**src/common/vm16_pkg.sv**
```systemverilog
// shared types, instruction encodings and parameter defaults for the vm16 core
// every design file refers to these by scoped name
package vm16_pkg;

    typedef logic [15:0] word_t;
    typedef logic [15:0] instr_t;
    typedef logic [2:0]  reg_sel_t;
    typedef logic [4:0]  funct_t;

    // opcode lives in instr[15:11]
    typedef enum logic [4:0] {
        OP_NOP     = 5'h00,
        OP_LW      = 5'h01,
        OP_SW      = 5'h02,
        OP_BIT     = 5'h03,
        OP_MOV     = 5'h04,
        OP_MOVI    = 5'h05,
        OP_ARITH_U = 5'h07,
        OP_HALT    = 5'h1f
    } opcode_t;

    // function codes inside the BIT and ARITH_U groups
    localparam funct_t FN_OR     = 5'h00;
    localparam funct_t FN_XOR    = 5'h01;
    localparam funct_t FN_AND    = 5'h02;
    localparam funct_t FN_NOT    = 5'h03;
    localparam funct_t FN_LSHIFT = 5'h04;
    localparam funct_t FN_RSHIFT = 5'h05;
    localparam funct_t FN_ADD    = 5'h1f;
    localparam funct_t FN_SUB    = 5'h10;

    typedef enum logic [4:0] {
        ALU_NOP,
        ALU_PASS_B,
        ALU_OR,
        ALU_XOR,
        ALU_AND,
        ALU_NOT,
        ALU_LSHIFT,
        ALU_RSHIFT,
        ALU_ADD,
        ALU_SUB,
        ALU_BAD
    } alu_op_t;

    typedef struct packed {
        reg_sel_t rd;
        reg_sel_t ra;
        word_t    imm;
        funct_t   offset;
        alu_op_t  alu_op;
        logic     has_imm;
        logic     writes_reg;
        logic     is_mem;
        logic     is_store;
        logic     is_halt;
    } dec_t;

    typedef enum logic [2:0] {
        S_FETCH,
        S_LOAD,
        S_READ_RD,
        S_READ_RA,
        S_MEM,
        S_WRITE_BACK,
        S_HALTED
    } core_state_t;

    localparam int INSTR_DEPTH_DEFAULT   = 64;
    localparam int SCRATCH_DEPTH_DEFAULT = 64;

endpackage

```
**src/common/vm16_mem_if.sv**
```systemverilog
// request/done link from the core sequencer to the memory unit
// one request outstanding at a time, rdata valid while done is high
`timescale 1ns/1ps

interface vm16_mem_if;

    logic            req;
    logic            we;
    vm16_pkg::word_t addr;
    vm16_pkg::word_t wdata;
    vm16_pkg::word_t rdata;
    logic            done;

    // sequencer side
    modport master (
        output req, we, addr, wdata,
        input  rdata, done
    );

    // memory unit side
    modport slave (
        input  req, we, addr, wdata,
        output rdata, done
    );

endinterface

```
**src/design/vm16_bram.sv**
```systemverilog
// single port synchronous block memory, one cycle read latency
// payload type is chosen per instance
`timescale 1ns/1ps

module vm16_bram #(
    parameter int  DEPTH     = 64,
    parameter type payload_t = logic [15:0]
) (
    input  logic                     clk,
    input  logic [$clog2(DEPTH)-1:0] addr,
    input  logic                     we,
    input  payload_t                 wdata,
    output payload_t                 rdata
);

    payload_t mem [DEPTH];

    // output register keeps its value through a write cycle
    always_ff @(posedge clk) begin
        if (we) begin
            mem[addr] <= wdata;
        end else begin
            rdata <= mem[addr];
        end
    end

endmodule

```
**src/core/vm16_decoder.sv**
```systemverilog
// instruction decoder, purely combinational
// splits the fields out and derives the ALU op and control flags
`timescale 1ns/1ps

module vm16_decoder (
    input  vm16_pkg::instr_t instr,
    output vm16_pkg::dec_t   dec
);

    vm16_pkg::opcode_t opcode;

    assign opcode = vm16_pkg::opcode_t'(instr[15:11]);

    always_comb begin
        dec        = '0;
        dec.rd     = instr[10:8];
        dec.ra     = instr[7:5];
        dec.imm    = {8'h00, instr[7:0]};
        dec.offset = instr[4:0];
        dec.alu_op = vm16_pkg::ALU_NOP;

        case (opcode)
            vm16_pkg::OP_HALT: dec.is_halt = 1'b1;
            vm16_pkg::OP_LW: begin
                dec.alu_op     = vm16_pkg::ALU_PASS_B;
                dec.is_mem     = 1'b1;
                dec.writes_reg = 1'b1;
            end
            vm16_pkg::OP_SW: begin
                dec.alu_op   = vm16_pkg::ALU_PASS_B;
                dec.is_mem   = 1'b1;
                dec.is_store = 1'b1;
            end
            vm16_pkg::OP_MOV, vm16_pkg::OP_MOVI: begin
                dec.alu_op     = vm16_pkg::ALU_PASS_B;
                dec.writes_reg = 1'b1;
                dec.has_imm    = (opcode == vm16_pkg::OP_MOVI);
            end
            vm16_pkg::OP_BIT: begin
                dec.writes_reg = 1'b1;
                case (dec.offset)
                    vm16_pkg::FN_OR:     dec.alu_op = vm16_pkg::ALU_OR;
                    vm16_pkg::FN_XOR:    dec.alu_op = vm16_pkg::ALU_XOR;
                    vm16_pkg::FN_AND:    dec.alu_op = vm16_pkg::ALU_AND;
                    vm16_pkg::FN_NOT:    dec.alu_op = vm16_pkg::ALU_NOT;
                    vm16_pkg::FN_LSHIFT: dec.alu_op = vm16_pkg::ALU_LSHIFT;
                    vm16_pkg::FN_RSHIFT: dec.alu_op = vm16_pkg::ALU_RSHIFT;
                    default:             dec.alu_op = vm16_pkg::ALU_BAD;
                endcase
            end
            vm16_pkg::OP_ARITH_U: begin
                dec.writes_reg = 1'b1;
                case (dec.offset)
                    vm16_pkg::FN_ADD: dec.alu_op = vm16_pkg::ALU_ADD;
                    vm16_pkg::FN_SUB: dec.alu_op = vm16_pkg::ALU_SUB;
                    default:          dec.alu_op = vm16_pkg::ALU_BAD;
                endcase
            end
            // NOP and anything unknown fall through with no flags set
            default: dec.alu_op = vm16_pkg::ALU_NOP;
        endcase
    end

endmodule

```
**src/core/vm16_alu.sv**
```systemverilog
// combinational ALU, a is the rd operand and b the ra operand or immediate
`timescale 1ns/1ps

module vm16_alu (
    input  vm16_pkg::alu_op_t op,
    input  vm16_pkg::word_t   a,
    input  vm16_pkg::word_t   b,
    output vm16_pkg::word_t   c
);

    always_comb begin
        case (op)
            // moves and load/store addresses
            vm16_pkg::ALU_PASS_B: c = b;

            vm16_pkg::ALU_OR:     c = a | b;
            vm16_pkg::ALU_XOR:    c = a ^ b;
            vm16_pkg::ALU_AND:    c = a & b;
            vm16_pkg::ALU_NOT:    c = ~b;
            vm16_pkg::ALU_LSHIFT: c = a << b;
            vm16_pkg::ALU_RSHIFT: c = a >> b;

            // wraps at 16 bits
            vm16_pkg::ALU_ADD:    c = a + b;
            vm16_pkg::ALU_SUB:    c = a - b;

            // NOP and BAD
            default:              c = '0;
        endcase
    end

endmodule

```
**src/core/vm16_regfile.sv**
```systemverilog
// eight general registers, one combinational read port and one write port
// register n comes out of reset holding n
`timescale 1ns/1ps

module vm16_regfile (
    input  logic               clk,
    input  logic               reset,
    input  vm16_pkg::reg_sel_t rd_sel,
    input  logic               we,
    input  vm16_pkg::reg_sel_t wr_sel,
    input  vm16_pkg::word_t    wdata,
    output vm16_pkg::word_t    rd_data
);

    vm16_pkg::word_t regs [8];

    always_ff @(posedge clk) begin
        if (reset) begin
            for (int i = 0; i < 8; i++) begin
                regs[i] <= vm16_pkg::word_t'(i);
            end
        end else if (we) begin
            regs[wr_sel] <= wdata;
        end
    end

    assign rd_data = regs[rd_sel];

endmodule

```
**src/core/vm16_pc.sv**
```systemverilog
// program counter, steps by one and stops at the last instruction address
`timescale 1ns/1ps

module vm16_pc #(
    parameter int DEPTH = 64
) (
    input  logic                     clk,
    input  logic                     reset,
    input  logic                     step,
    input  logic                     halt,
    output logic [$clog2(DEPTH)-1:0] pc
);

    localparam int ADDR_W = $clog2(DEPTH);

    always_ff @(posedge clk) begin
        if (reset) begin
            pc <= '0;
        end else if (step && !halt && pc != ADDR_W'(DEPTH - 1)) begin
            pc <= pc + 1'b1;
        end
    end

endmodule

```
**src/core/vm16_control.sv**
```systemverilog
// instruction sequencer, one instruction at a time through fetch, read, mem, write back
// holds the instruction register and both operand registers
`timescale 1ns/1ps

module vm16_control (
    input  logic               clk,
    input  logic               reset,
    input  vm16_pkg::instr_t   mem_out,
    input  vm16_pkg::dec_t     dec,
    input  vm16_pkg::word_t    rd_data,
    input  vm16_pkg::word_t    alu_out,
    output vm16_pkg::instr_t   instr,
    output vm16_pkg::reg_sel_t rd_sel,
    output vm16_pkg::word_t    operand_a,
    output vm16_pkg::word_t    operand_b,
    output logic               pc_step,
    output logic               reg_we,
    output vm16_pkg::word_t    reg_wdata,
    output logic               halted,
    vm16_mem_if.master         mem
);

    vm16_pkg::core_state_t state;
    vm16_pkg::word_t       load_data;

    always_ff @(posedge clk) begin
        if (reset) begin
            state   <= vm16_pkg::S_FETCH;
            instr   <= '0;
            mem.req <= 1'b0;
        end else begin
            mem.req <= 1'b0;
            case (state)
                vm16_pkg::S_FETCH: state <= vm16_pkg::S_LOAD;
                vm16_pkg::S_LOAD: begin
                    instr <= mem_out;
                    state <= vm16_pkg::S_READ_RD;
                end
                vm16_pkg::S_READ_RD: state <= vm16_pkg::S_READ_RA;
                vm16_pkg::S_READ_RA: begin
                    if (dec.is_mem) begin
                        state   <= vm16_pkg::S_MEM;
                        mem.req <= 1'b1;
                    end else begin
                        state <= vm16_pkg::S_WRITE_BACK;
                    end
                end
                vm16_pkg::S_MEM: begin
                    if (mem.done) begin
                        state <= vm16_pkg::S_WRITE_BACK;
                    end
                end
                vm16_pkg::S_WRITE_BACK: begin
                    state <= dec.is_halt ? vm16_pkg::S_HALTED : vm16_pkg::S_FETCH;
                end
                vm16_pkg::S_HALTED: state <= vm16_pkg::S_HALTED;
                default: state <= vm16_pkg::S_FETCH;
            endcase
        end
    end

    // operands and load data
    always_ff @(posedge clk) begin
        if (state == vm16_pkg::S_READ_RD) begin
            operand_a <= rd_data;
        end
        if (state == vm16_pkg::S_READ_RA) begin
            operand_b <= dec.has_imm ? dec.imm : rd_data;
        end
        if (state == vm16_pkg::S_MEM && mem.done) begin
            load_data <= mem.rdata;
        end
    end

    // single read port shared between rd and ra
    assign rd_sel = (state == vm16_pkg::S_READ_RD) ? dec.rd : dec.ra;

    assign pc_step   = (state == vm16_pkg::S_LOAD);
    assign halted    = (state == vm16_pkg::S_HALTED);
    assign reg_we    = dec.writes_reg && (state == vm16_pkg::S_WRITE_BACK);
    assign reg_wdata = dec.is_mem ? load_data : alu_out;

    // base register passes through the ALU, offset added here
    assign mem.addr  = alu_out + vm16_pkg::word_t'(dec.offset);
    assign mem.we    = dec.is_store;
    assign mem.wdata = operand_a;

    a_req_on_mem_entry: assert property (@(posedge clk) disable iff (reset)
        mem.req |-> state == vm16_pkg::S_MEM && $past(state) == vm16_pkg::S_READ_RA);

    // a load writes back right after done, anything else right after the operand read
    a_we_in_write_back: assert property (@(posedge clk) disable iff (reset)
        reg_we |-> (dec.is_mem ? $past(mem.done) : $past(state) == vm16_pkg::S_READ_RA));

endmodule

```
**src/mmu/vm16_mmu.sv**
```systemverilog
// memory unit, low addresses hit the local scratch memory
// everything else becomes a single APB master transfer
`timescale 1ns/1ps

module vm16_mmu #(
    parameter int SCRATCH_DEPTH = 64
) (
    input  logic            clk,
    input  logic            reset,
    vm16_mem_if.slave       mem,
    output vm16_pkg::word_t paddr,
    output logic            pwrite,
    output logic            psel,
    output logic            penable,
    output vm16_pkg::word_t pwdata,
    input  vm16_pkg::word_t prdata,
    input  logic            pready
);

    localparam int SCRATCH_AW = $clog2(SCRATCH_DEPTH);

    typedef enum logic [1:0] {
        APB_IDLE,
        APB_SETUP,
        APB_ACCESS
    } apb_state_t;

    apb_state_t      apb_state;
    logic            scratch_hit;
    logic            scratch_we;
    logic            scratch_done;
    logic            apb_done;
    vm16_pkg::word_t scratch_rdata;
    vm16_pkg::word_t apb_rdata;

    assign scratch_hit = mem.addr < vm16_pkg::word_t'(SCRATCH_DEPTH);
    assign scratch_we  = mem.req && scratch_hit && mem.we;

    always_ff @(posedge clk) begin
        if (reset) begin
            apb_state    <= APB_IDLE;
            pwrite       <= 1'b0;
            scratch_done <= 1'b0;
            apb_done     <= 1'b0;
        end else begin
            // scratch answers one cycle after the request
            scratch_done <= mem.req && scratch_hit;
            apb_done     <= 1'b0;
            case (apb_state)
                APB_IDLE: begin
                    if (mem.req && !scratch_hit) begin
                        apb_state <= APB_SETUP;
                        pwrite    <= mem.we;
                    end
                end
                APB_SETUP: apb_state <= APB_ACCESS;
                APB_ACCESS: begin
                    if (pready) begin
                        apb_state <= APB_IDLE;
                        apb_done  <= 1'b1;
                    end
                end
                default: apb_state <= APB_IDLE;
            endcase
        end
    end

    // transfer address, write data and read capture
    always_ff @(posedge clk) begin
        if (mem.req && !scratch_hit) begin
            paddr  <= mem.addr;
            pwdata <= mem.wdata;
        end
        if (apb_state == APB_ACCESS && pready) begin
            apb_rdata <= prdata;
        end
    end

    assign psel    = (apb_state != APB_IDLE);
    assign penable = (apb_state == APB_ACCESS);

    assign mem.done  = scratch_done || apb_done;
    assign mem.rdata = scratch_done ? scratch_rdata : apb_rdata;

    vm16_bram #(.DEPTH(SCRATCH_DEPTH), .payload_t(vm16_pkg::word_t)) u_scratch (
        .clk(clk), .addr(mem.addr[SCRATCH_AW-1:0]), .we(scratch_we),
        .wdata(mem.wdata), .rdata(scratch_rdata)
    );

    // an access cycle follows a setup cycle and the transfer fields hold meanwhile
    a_enable_after_setup: assert property (@(posedge clk) disable iff (reset)
        penable |-> $past(psel) && $stable(paddr) && $stable(pwdata) && $stable(pwrite));

    a_no_bus_for_scratch: assert property (@(posedge clk) disable iff (reset)
        mem.req && scratch_hit |=> !psel);

endmodule

```
**src/core/vm16_core.sv**
```systemverilog
// vm16 core top, sequencer, datapath, instruction memory and memory unit
// the instruction memory is loaded through the prog ports while reset is high
`timescale 1ns/1ps

module vm16_core #(
    parameter int INSTR_DEPTH   = vm16_pkg::INSTR_DEPTH_DEFAULT,
    parameter int SCRATCH_DEPTH = vm16_pkg::SCRATCH_DEPTH_DEFAULT
) (
    input  logic                           clk,
    input  logic                           reset,
    input  logic                           prog_we,
    input  logic [$clog2(INSTR_DEPTH)-1:0] prog_addr,
    input  vm16_pkg::instr_t               prog_data,
    output vm16_pkg::word_t                paddr,
    output logic                           pwrite,
    output logic                           psel,
    output logic                           penable,
    output vm16_pkg::word_t                pwdata,
    input  vm16_pkg::word_t                prdata,
    input  logic                           pready,
    output logic [$clog2(INSTR_DEPTH)-1:0] pc,
    output logic                           halted
);

    logic [$clog2(INSTR_DEPTH)-1:0] imem_addr;
    vm16_pkg::instr_t               imem_rdata;
    vm16_pkg::instr_t               instr;
    vm16_pkg::dec_t                 dec;
    vm16_pkg::reg_sel_t             rd_sel;
    vm16_pkg::word_t                rd_data;
    vm16_pkg::word_t                operand_a;
    vm16_pkg::word_t                operand_b;
    vm16_pkg::word_t                alu_out;
    vm16_pkg::word_t                reg_wdata;
    logic                           pc_step;
    logic                           reg_we;

    vm16_mem_if mem_bus ();

    // loader owns the address while it writes
    assign imem_addr = prog_we ? prog_addr : pc;

    vm16_control u_control (
        .clk(clk), .reset(reset),
        .mem_out(imem_rdata), .dec(dec), .rd_data(rd_data), .alu_out(alu_out),
        .instr(instr), .rd_sel(rd_sel), .operand_a(operand_a), .operand_b(operand_b),
        .pc_step(pc_step), .reg_we(reg_we), .reg_wdata(reg_wdata), .halted(halted),
        .mem(mem_bus.master)
    );

    vm16_pc #(.DEPTH(INSTR_DEPTH)) u_pc (
        .clk(clk), .reset(reset), .step(pc_step), .halt(halted), .pc(pc)
    );

    vm16_bram #(.DEPTH(INSTR_DEPTH), .payload_t(vm16_pkg::instr_t)) u_imem (
        .clk(clk), .addr(imem_addr), .we(prog_we), .wdata(prog_data), .rdata(imem_rdata)
    );

    vm16_decoder u_decoder (.instr(instr), .dec(dec));

    vm16_regfile u_regfile (
        .clk(clk), .reset(reset), .rd_sel(rd_sel),
        .we(reg_we), .wr_sel(dec.rd), .wdata(reg_wdata), .rd_data(rd_data)
    );

    vm16_alu u_alu (.op(dec.alu_op), .a(operand_a), .b(operand_b), .c(alu_out));

    vm16_mmu #(.SCRATCH_DEPTH(SCRATCH_DEPTH)) u_mmu (
        .clk(clk), .reset(reset), .mem(mem_bus.slave),
        .paddr(paddr), .pwrite(pwrite), .psel(psel), .penable(penable), .pwdata(pwdata),
        .prdata(prdata), .pready(pready)
    );

endmodule

```
**config.mk**
```make
export PLATFORM = sky130hd
export DESIGN_NAME = vm16_core
export DESIGN_NICKNAME = d
export VERILOG_FILES = /design/src/common/vm16_pkg.sv /design/src/common/vm16_mem_if.sv /design/src/design/vm16_bram.sv /design/src/core/vm16_decoder.sv /design/src/core/vm16_alu.sv /design/src/core/vm16_regfile.sv /design/src/core/vm16_pc.sv /design/src/core/vm16_control.sv /design/src/mmu/vm16_mmu.sv /design/src/core/vm16_core.sv
export SDC_FILE = /design/constraint.sdc
export NUM_CORES = 2
export LEC_CHECK = 0
export CAP_MARGIN = 0
export CORE_ASPECT_RATIO = 0.7
export CORE_MARGIN = 4
export CORE_UTILIZATION = 65
export CTS_BUF_LIST = sky130_fd_sc_hd__clkbuf_16
export CTS_CLUSTER_SIZE = 28
export DETAILED_ROUTE_END_ITERATION = 7
export DONT_BUFFER_PORTS = 1
export PLACE_DENSITY_LB_ADDON = 0.08
export SLEW_MARGIN = 40
export SYNTH_ARGS = -nofsm -noshare
export SYNTH_HDL_FRONTEND = slang
export SYNTH_HIERARCHICAL = 1
export SYNTH_SLANG_ARGS = --single-unit
```
**constraint.sdc**
```tcl
create_clock -name clk -period 19.8 [get_ports clk]
set_input_delay 0.99 -clock clk [delete_from_list [all_inputs] [get_ports clk]]
set_output_delay 0.99 -clock clk [all_outputs]
set_load 0.02 [all_outputs]
```
# Word-level counts from Yosys, hierarchy flattened
# Memory sizes are Yosys's and may differ from the RTL's. A register that Yosys moved wholly into a read port is not among the register bits.
# Index checks and enable logic that the tools add are counted.
# word_totals
regBits	127
ram_bits	2176
input_bits	42
out_inout_bits	42
mem_count	3
# op_classes
n_addsub	4
order_cmp	1
n_eq_ne	35
n_shift	2
mux	35
bitwise_logic	6
n_reduce_logical	26
# memory_table
memory	words	word_bits	read_ports	rd_clocked_by_memory_dff	wr	line	text
u_imem.mem	64	16	1	1	1	vm16_bram.sv:16	payload_t mem [DEPTH];
u_mmu.u_scratch.mem	64	16	1	1	1	vm16_bram.sv:16	
u_regfile.regs	8	16	1	0	8	vm16_regfile.sv:15	vm16_pkg::word_t regs [8];
# op_table
op	n
16-bit case mux with 9 select lines	1
16-bit two-way mux	3
5-bit by 3-bit == test with 1-bit output (second input constant)	9
5-bit by 2-bit == test with 1-bit output (second input constant)	6
4-bit case mux with 6 select lines	1
3-bit case mux with 7 select lines	1
1-bit two-way mux	18
16-bit adder	1
16-bit by 5-bit adder with 16-bit output	1
16-bit bitwise AND	1
16-bit by 7-bit less-than comparator with 1-bit output (second input constant)	1
16-bit NOT	1
16-bit bitwise OR	1
16-bit OR reduction	1
16-bit by 16-bit left shift with 16-bit output	1
16-bit by 16-bit >> shifter with 16-bit output	1
16-bit subtractor	1
16-bit XOR	1
5-bit by 1-bit == test with 1-bit output (second input constant)	3
5-bit == test (second input constant)	3
5-bit case mux with 3 select lines	1
3-bit two-way mux	4
5-bit by 4-bit == test with 1-bit output (second input constant)	2
3-bit == test (second input constant)	3
24 further kinds	43

# Logic depth before layout (Yosys ltp)
# depth
word_depth	11
ltp_mapped	27
ltp_nobuf	26

# Hierarchy
# Netlist, hierarchy kept.
# by_module_without_submodules
module	instances	cells_per_inst	area_each_um2	seq_area_each_um2
vm16_bram	2	2289	39874.5	31230.0
vm16_regfile	1	372	5881.9	3843.7
vm16_alu	1	512	3716.1	0.0
vm16_control	1	246	3106.7	1841.8
vm16_mmu	1	92	1888.1	1541.5
vm16_decoder	1	62	424.2	0.0
vm16_pc	1	36	337.8	120.1
vm16_core	1	7	101.3	0.0

# Least setup slack after synthesis
# OpenSTA, ideal clock, no wires.
# synth_path
path_type	flip-flop to flip-flop
start	register u_control.instr[1]
end	memory u_mmu/u_scratch/mem[10][0] in the netlist's numbering (enable)
setup_ns	0.388
arrival_time_ns	6.580
t_required_ns	19.412
setup_slack_ns	12.831
stages_incl_launch_ff	26
path_cell_list	dfxtp_1 -> nor4_4 -> nand2_1 -> a311oi_1 -> clkbuf_1 -> nand4b_1 -> o21ai_0 -> inv_1 -> ha_1 -> nor2b_1 -> o21a_1 -> nor3_1 -> nor3_1 -> or4_1 -> ha_1 -> and3_4 -> a2111oi_4 -> nor4b_1 -> xor2_1 -> nor4_2 -> and3_1 -> and3_1 -> inv_1 -> nor2_1 -> nand2_1 -> nor2_1
# synth_rtl
element	line	text
start, declared	vm16_control.sv:12	output vm16_pkg::instr_t instr,
start signal, assigned	vm16_control.sv:36	instr <= mem_out;
end, declared	vm16_bram.sv:16	

==> results by group <==
Route
  – DR vias: approximately 60k
  – Drt first-iter violations: 11.16k
  – WL/cell: 36.40 µm
  – Vias per inst: about 7.4
  – DRT antenna net count: 0
  – Pre-antenna DRT Iters: 7
  – Routed WL: 293500 µm
  – DRC viols: 0

Synth
  – Sequential share of the synthesized area: 73.32%
  – Asr flop ratio synth: 0%
  – Syn Inst Count: 5905
  – Ys Warns: 6
  – Distinct cell type count after synthesis: 105
  – Most frequent cells after synthesis: 2304 x edfxtp_1, 360 x a22oi_1, 341 x a221oi_1, 333 x nor2_1, 225 x nor3_1
  – Yosys top cell area share: between 70% and 80%
  – Main flop type after synthesis: edfxtp_1
  – Area leader, netlist: edfxtp_1
  – Number of synthesized register bits: 2335
  – Most common cell in the netlist: edfxtp_1
  – Top cells by area, synth: edfxtp_1 73%, a221oi_1 3.1%, a22oi_1 2.8%
  – Syn avg cell area: 16.12 µm²
  – Post-synth EDFFs: 2304
  – Area of the mapped netlist: 0.09521 mm²

CTS
  – Post-cts gate resize count: 0
  – Inserted Clock Buffers: 205
  – CTS tree: yes
  – Sinks on Clock Net: 2335
  – Htree depth: 4
  – Clk Latency, worst-skew pair: 870 ps
  – Hold-fix buffers, CTS: 0
  – Setup Buffers After CTS: 0
  – Clk slew on worst S/H paths: approximately 70 ps
  – Clock root buffer: clkbuf_16
  – CTS max path bufs: 3

Critical path
  – Crit path to: u_mmu/u_scratch/mem[19][0]
  – R2R Setup Slk: 10570 ps
  – Reg-to-reg startpoint: u_control/instr[1]
  – Setup crit end kind: flop
  – Critical path depth: 27
  – Critical path required time: 20350 ps
  – Worst R2R End: u_mmu/u_scratch/mem[19][0]
  – CP max stage delay: 760 ps
  – CP startpoint kind: flop
  – CP Max Fanout: 17
  – Buf/Inv on CP: 3
  – Slowest cell on crit path: nor2_1
  – Worst path top cell family by delay: simple AND/OR/NAND/NOR gates
  – Top cell by count, worst path: nor2_1
  – Worst Reg2Reg Path Length in Cells: 27
  – Crit path from: u_control/instr[1]
  – WS Path Type: reg -> reg
  – WP data arrival: 9790 ps

Finish
  – Final Util: 71.43%
  – Nets: between 6k and 7k
  – # fillers: 9165
  – Layout cell share with drive strength beyond 1: 14.59%
  – Area Growth Syn to Fin: 9.175%

Global route
  – Overflow left after global routing: 0
  – Initial antenna violation count: 22
  – Vias in the first global route: 54.62k
  – GRT Overall Usage: 38.16%
  – Largest net degree at the start of global routing: 106
  – Global-route wire length before repair: a little over 400000 µm

Floorplanning
  – Die Width: about 470 µm
  – Core region area: 0.1455 mm²
  – Die Ht: 328.2 µm
  – I/O pin cnt: 84
  – FP Rows: 117
  – Starting Density: 65.43%
  – Die ar.: between 0.15 and 0.2 mm²

STA
  – FMAX: approximately 110 MHz
  – Setup_tns: 0 ps
  – Clock Skews: 44.53 ps
  – Final Max Slew Viols: 0
  – Minimum clock period: 9234 ps
  – RSZ-0062 raised after global routing: no
  – # setup viols final: 0
  – Final-report hold violation count: 0
  – Max_slew headroom: 33.21%
  – Fin crit share: approximately 47%
  – Worst-Margin Slew: 1002 ps

Place
  – Port bufs: 0
  – Dpl hpwl: 181000 µm
  – Gpl congestion: 1.024

Job
  – MaxCap Viol Count: 0

Pwr
  – PD cells: 109.0 mW/mm²
  – VDD IR max: ~0.11 mV
  – Pleak: 32.87 nW

Outcome
  – Outcome: finished clean

Worst hold path
  – HP Class: in -> reg
per-layer routing:
metal | up-vias | part of all wire [%] | track usage [%]
li1 | 24100 | - | -
met1 | 30100 | 39 | 58.76
met2 | 5031 | 40 | 49.73
met3 | 554 | 18 | 17.87
met4 | 22 | 2.4 | 8.199
met5 | - | 0.10 | 0
placed cells by master, fill, tap and decap left out, types with 26 or more instances in the layout:
master	netlist	routed
clkinv_2	0	33
nor3_1	225	218
xnor2_1	32	30
a22o_1	41	41
a22oi_1	360	360
inv_1	50	105
o21ai_0	185	165
o22ai_1	117	116
o221ai_1	47	46
mux4_1	28	28
a221oi_1	341	340
mux2i_1	147	146
clkbuf_16	0	206
buf_4	79	259
edfxtp_1	2304	2304
nand3_1	40	40
mux2_2	176	174
nand2_1	177	177
dfxtp_1	31	30
clkinv_1	16	67
o211ai_1	29	29
nor2_1	333	319
a211oi_1	34	32
ha_1	54	53
mux4_2	50	50
or3_1	26	26
a21oi_1	161	160
worst min-delay path by stage:
| stage | slack [ps] | to | from | cells after the start |
|---|---|---|---|---|
| 2_1_floorplan | 430 | u_control/instr[12] | u_control/instr[12] | 2 |
| 4_1_cts | 150 | u_pc/pc[2] | reset | 1 |
| 3_3_place_gp | 470 | u_control/instr[9] | u_control/instr[9] | 2 |
| 3_5_place_dp | 480 | u_control/instr[9] | u_control/instr[9] | 2 |
| 6_report | 210 | u_pc/pc[2] | reset | 1 |
| 5_1_grt | 180 | u_pc/pc[3] | reset | 1 |
cells by family after synthesis:
logic type | after synthesis | synth area share [%]
DFF | 2335 | 73.32
AOI/OAI and AO/OA | 1503 | 11.66
and+or+nand+nor | 987 | 5.035
buffers and inverters | 556 | 2.979
muxes | 411 | 5.733
adders and majority gates | 56 | 0.7517
xor gates and xnor gates | 56 | 0.5152
other | 1 | 0.003939
cell type report:
type	instances	area (µm²)	area share, %
multi-input cells	3022	22950	22.08
diodes	19	47.55	0.04574
clock inverters	169	1105	1.063
flip-flops and latches	2335	69810	67.16
clock buffers	206	5155	4.960
inverters	66	249.0	0.2396
well taps	1963	2456	2.363
repair buffers	281	2173	2.091
sequential cells by signal (all words and copies together), names as in the netlist, 2 cells and up:
signal                 flops
u_control/instr           16
u_control/load_data       16
u_control/mem.wdata       16
u_control/operand_b       16
u_control/state            3
u_imem/mem              1024
u_imem/rdata              16
u_mmu/apb_rdata           16
u_mmu/apb_state            2
u_mmu/paddr               16
u_mmu/pwdata              16
u_mmu/u_scratch/mem     1024
u_mmu/u_scratch/rdata     16
u_pc/pc                    6
u_regfile/regs           128
power by group:
part           total, mW  switching (mW)  leakage, nW  internal [mW]
registers           5.56          0.0408         21.1           5.52
clock network       3.79            1.77         3.30           2.02
logic               1.97            1.42         8.42          0.551
metrics by stage:
stage	area, µm²	worst slack (ps)	power, mW	std cells	hold slack (ps)
after floorplan	95240	12830	6.768	5913	433.0
after global placement	97330	10970	7.491	7651	473.2
after detailed placement	97450	10900	7.514	7655	479.1
after CTS	103700	10880	11.23	8030	148.4
after global routing	103900	10150	11.60	8046	184.1
final	103900	10570	11.33	8061	207.4
(Power assumes the default switching activity.)
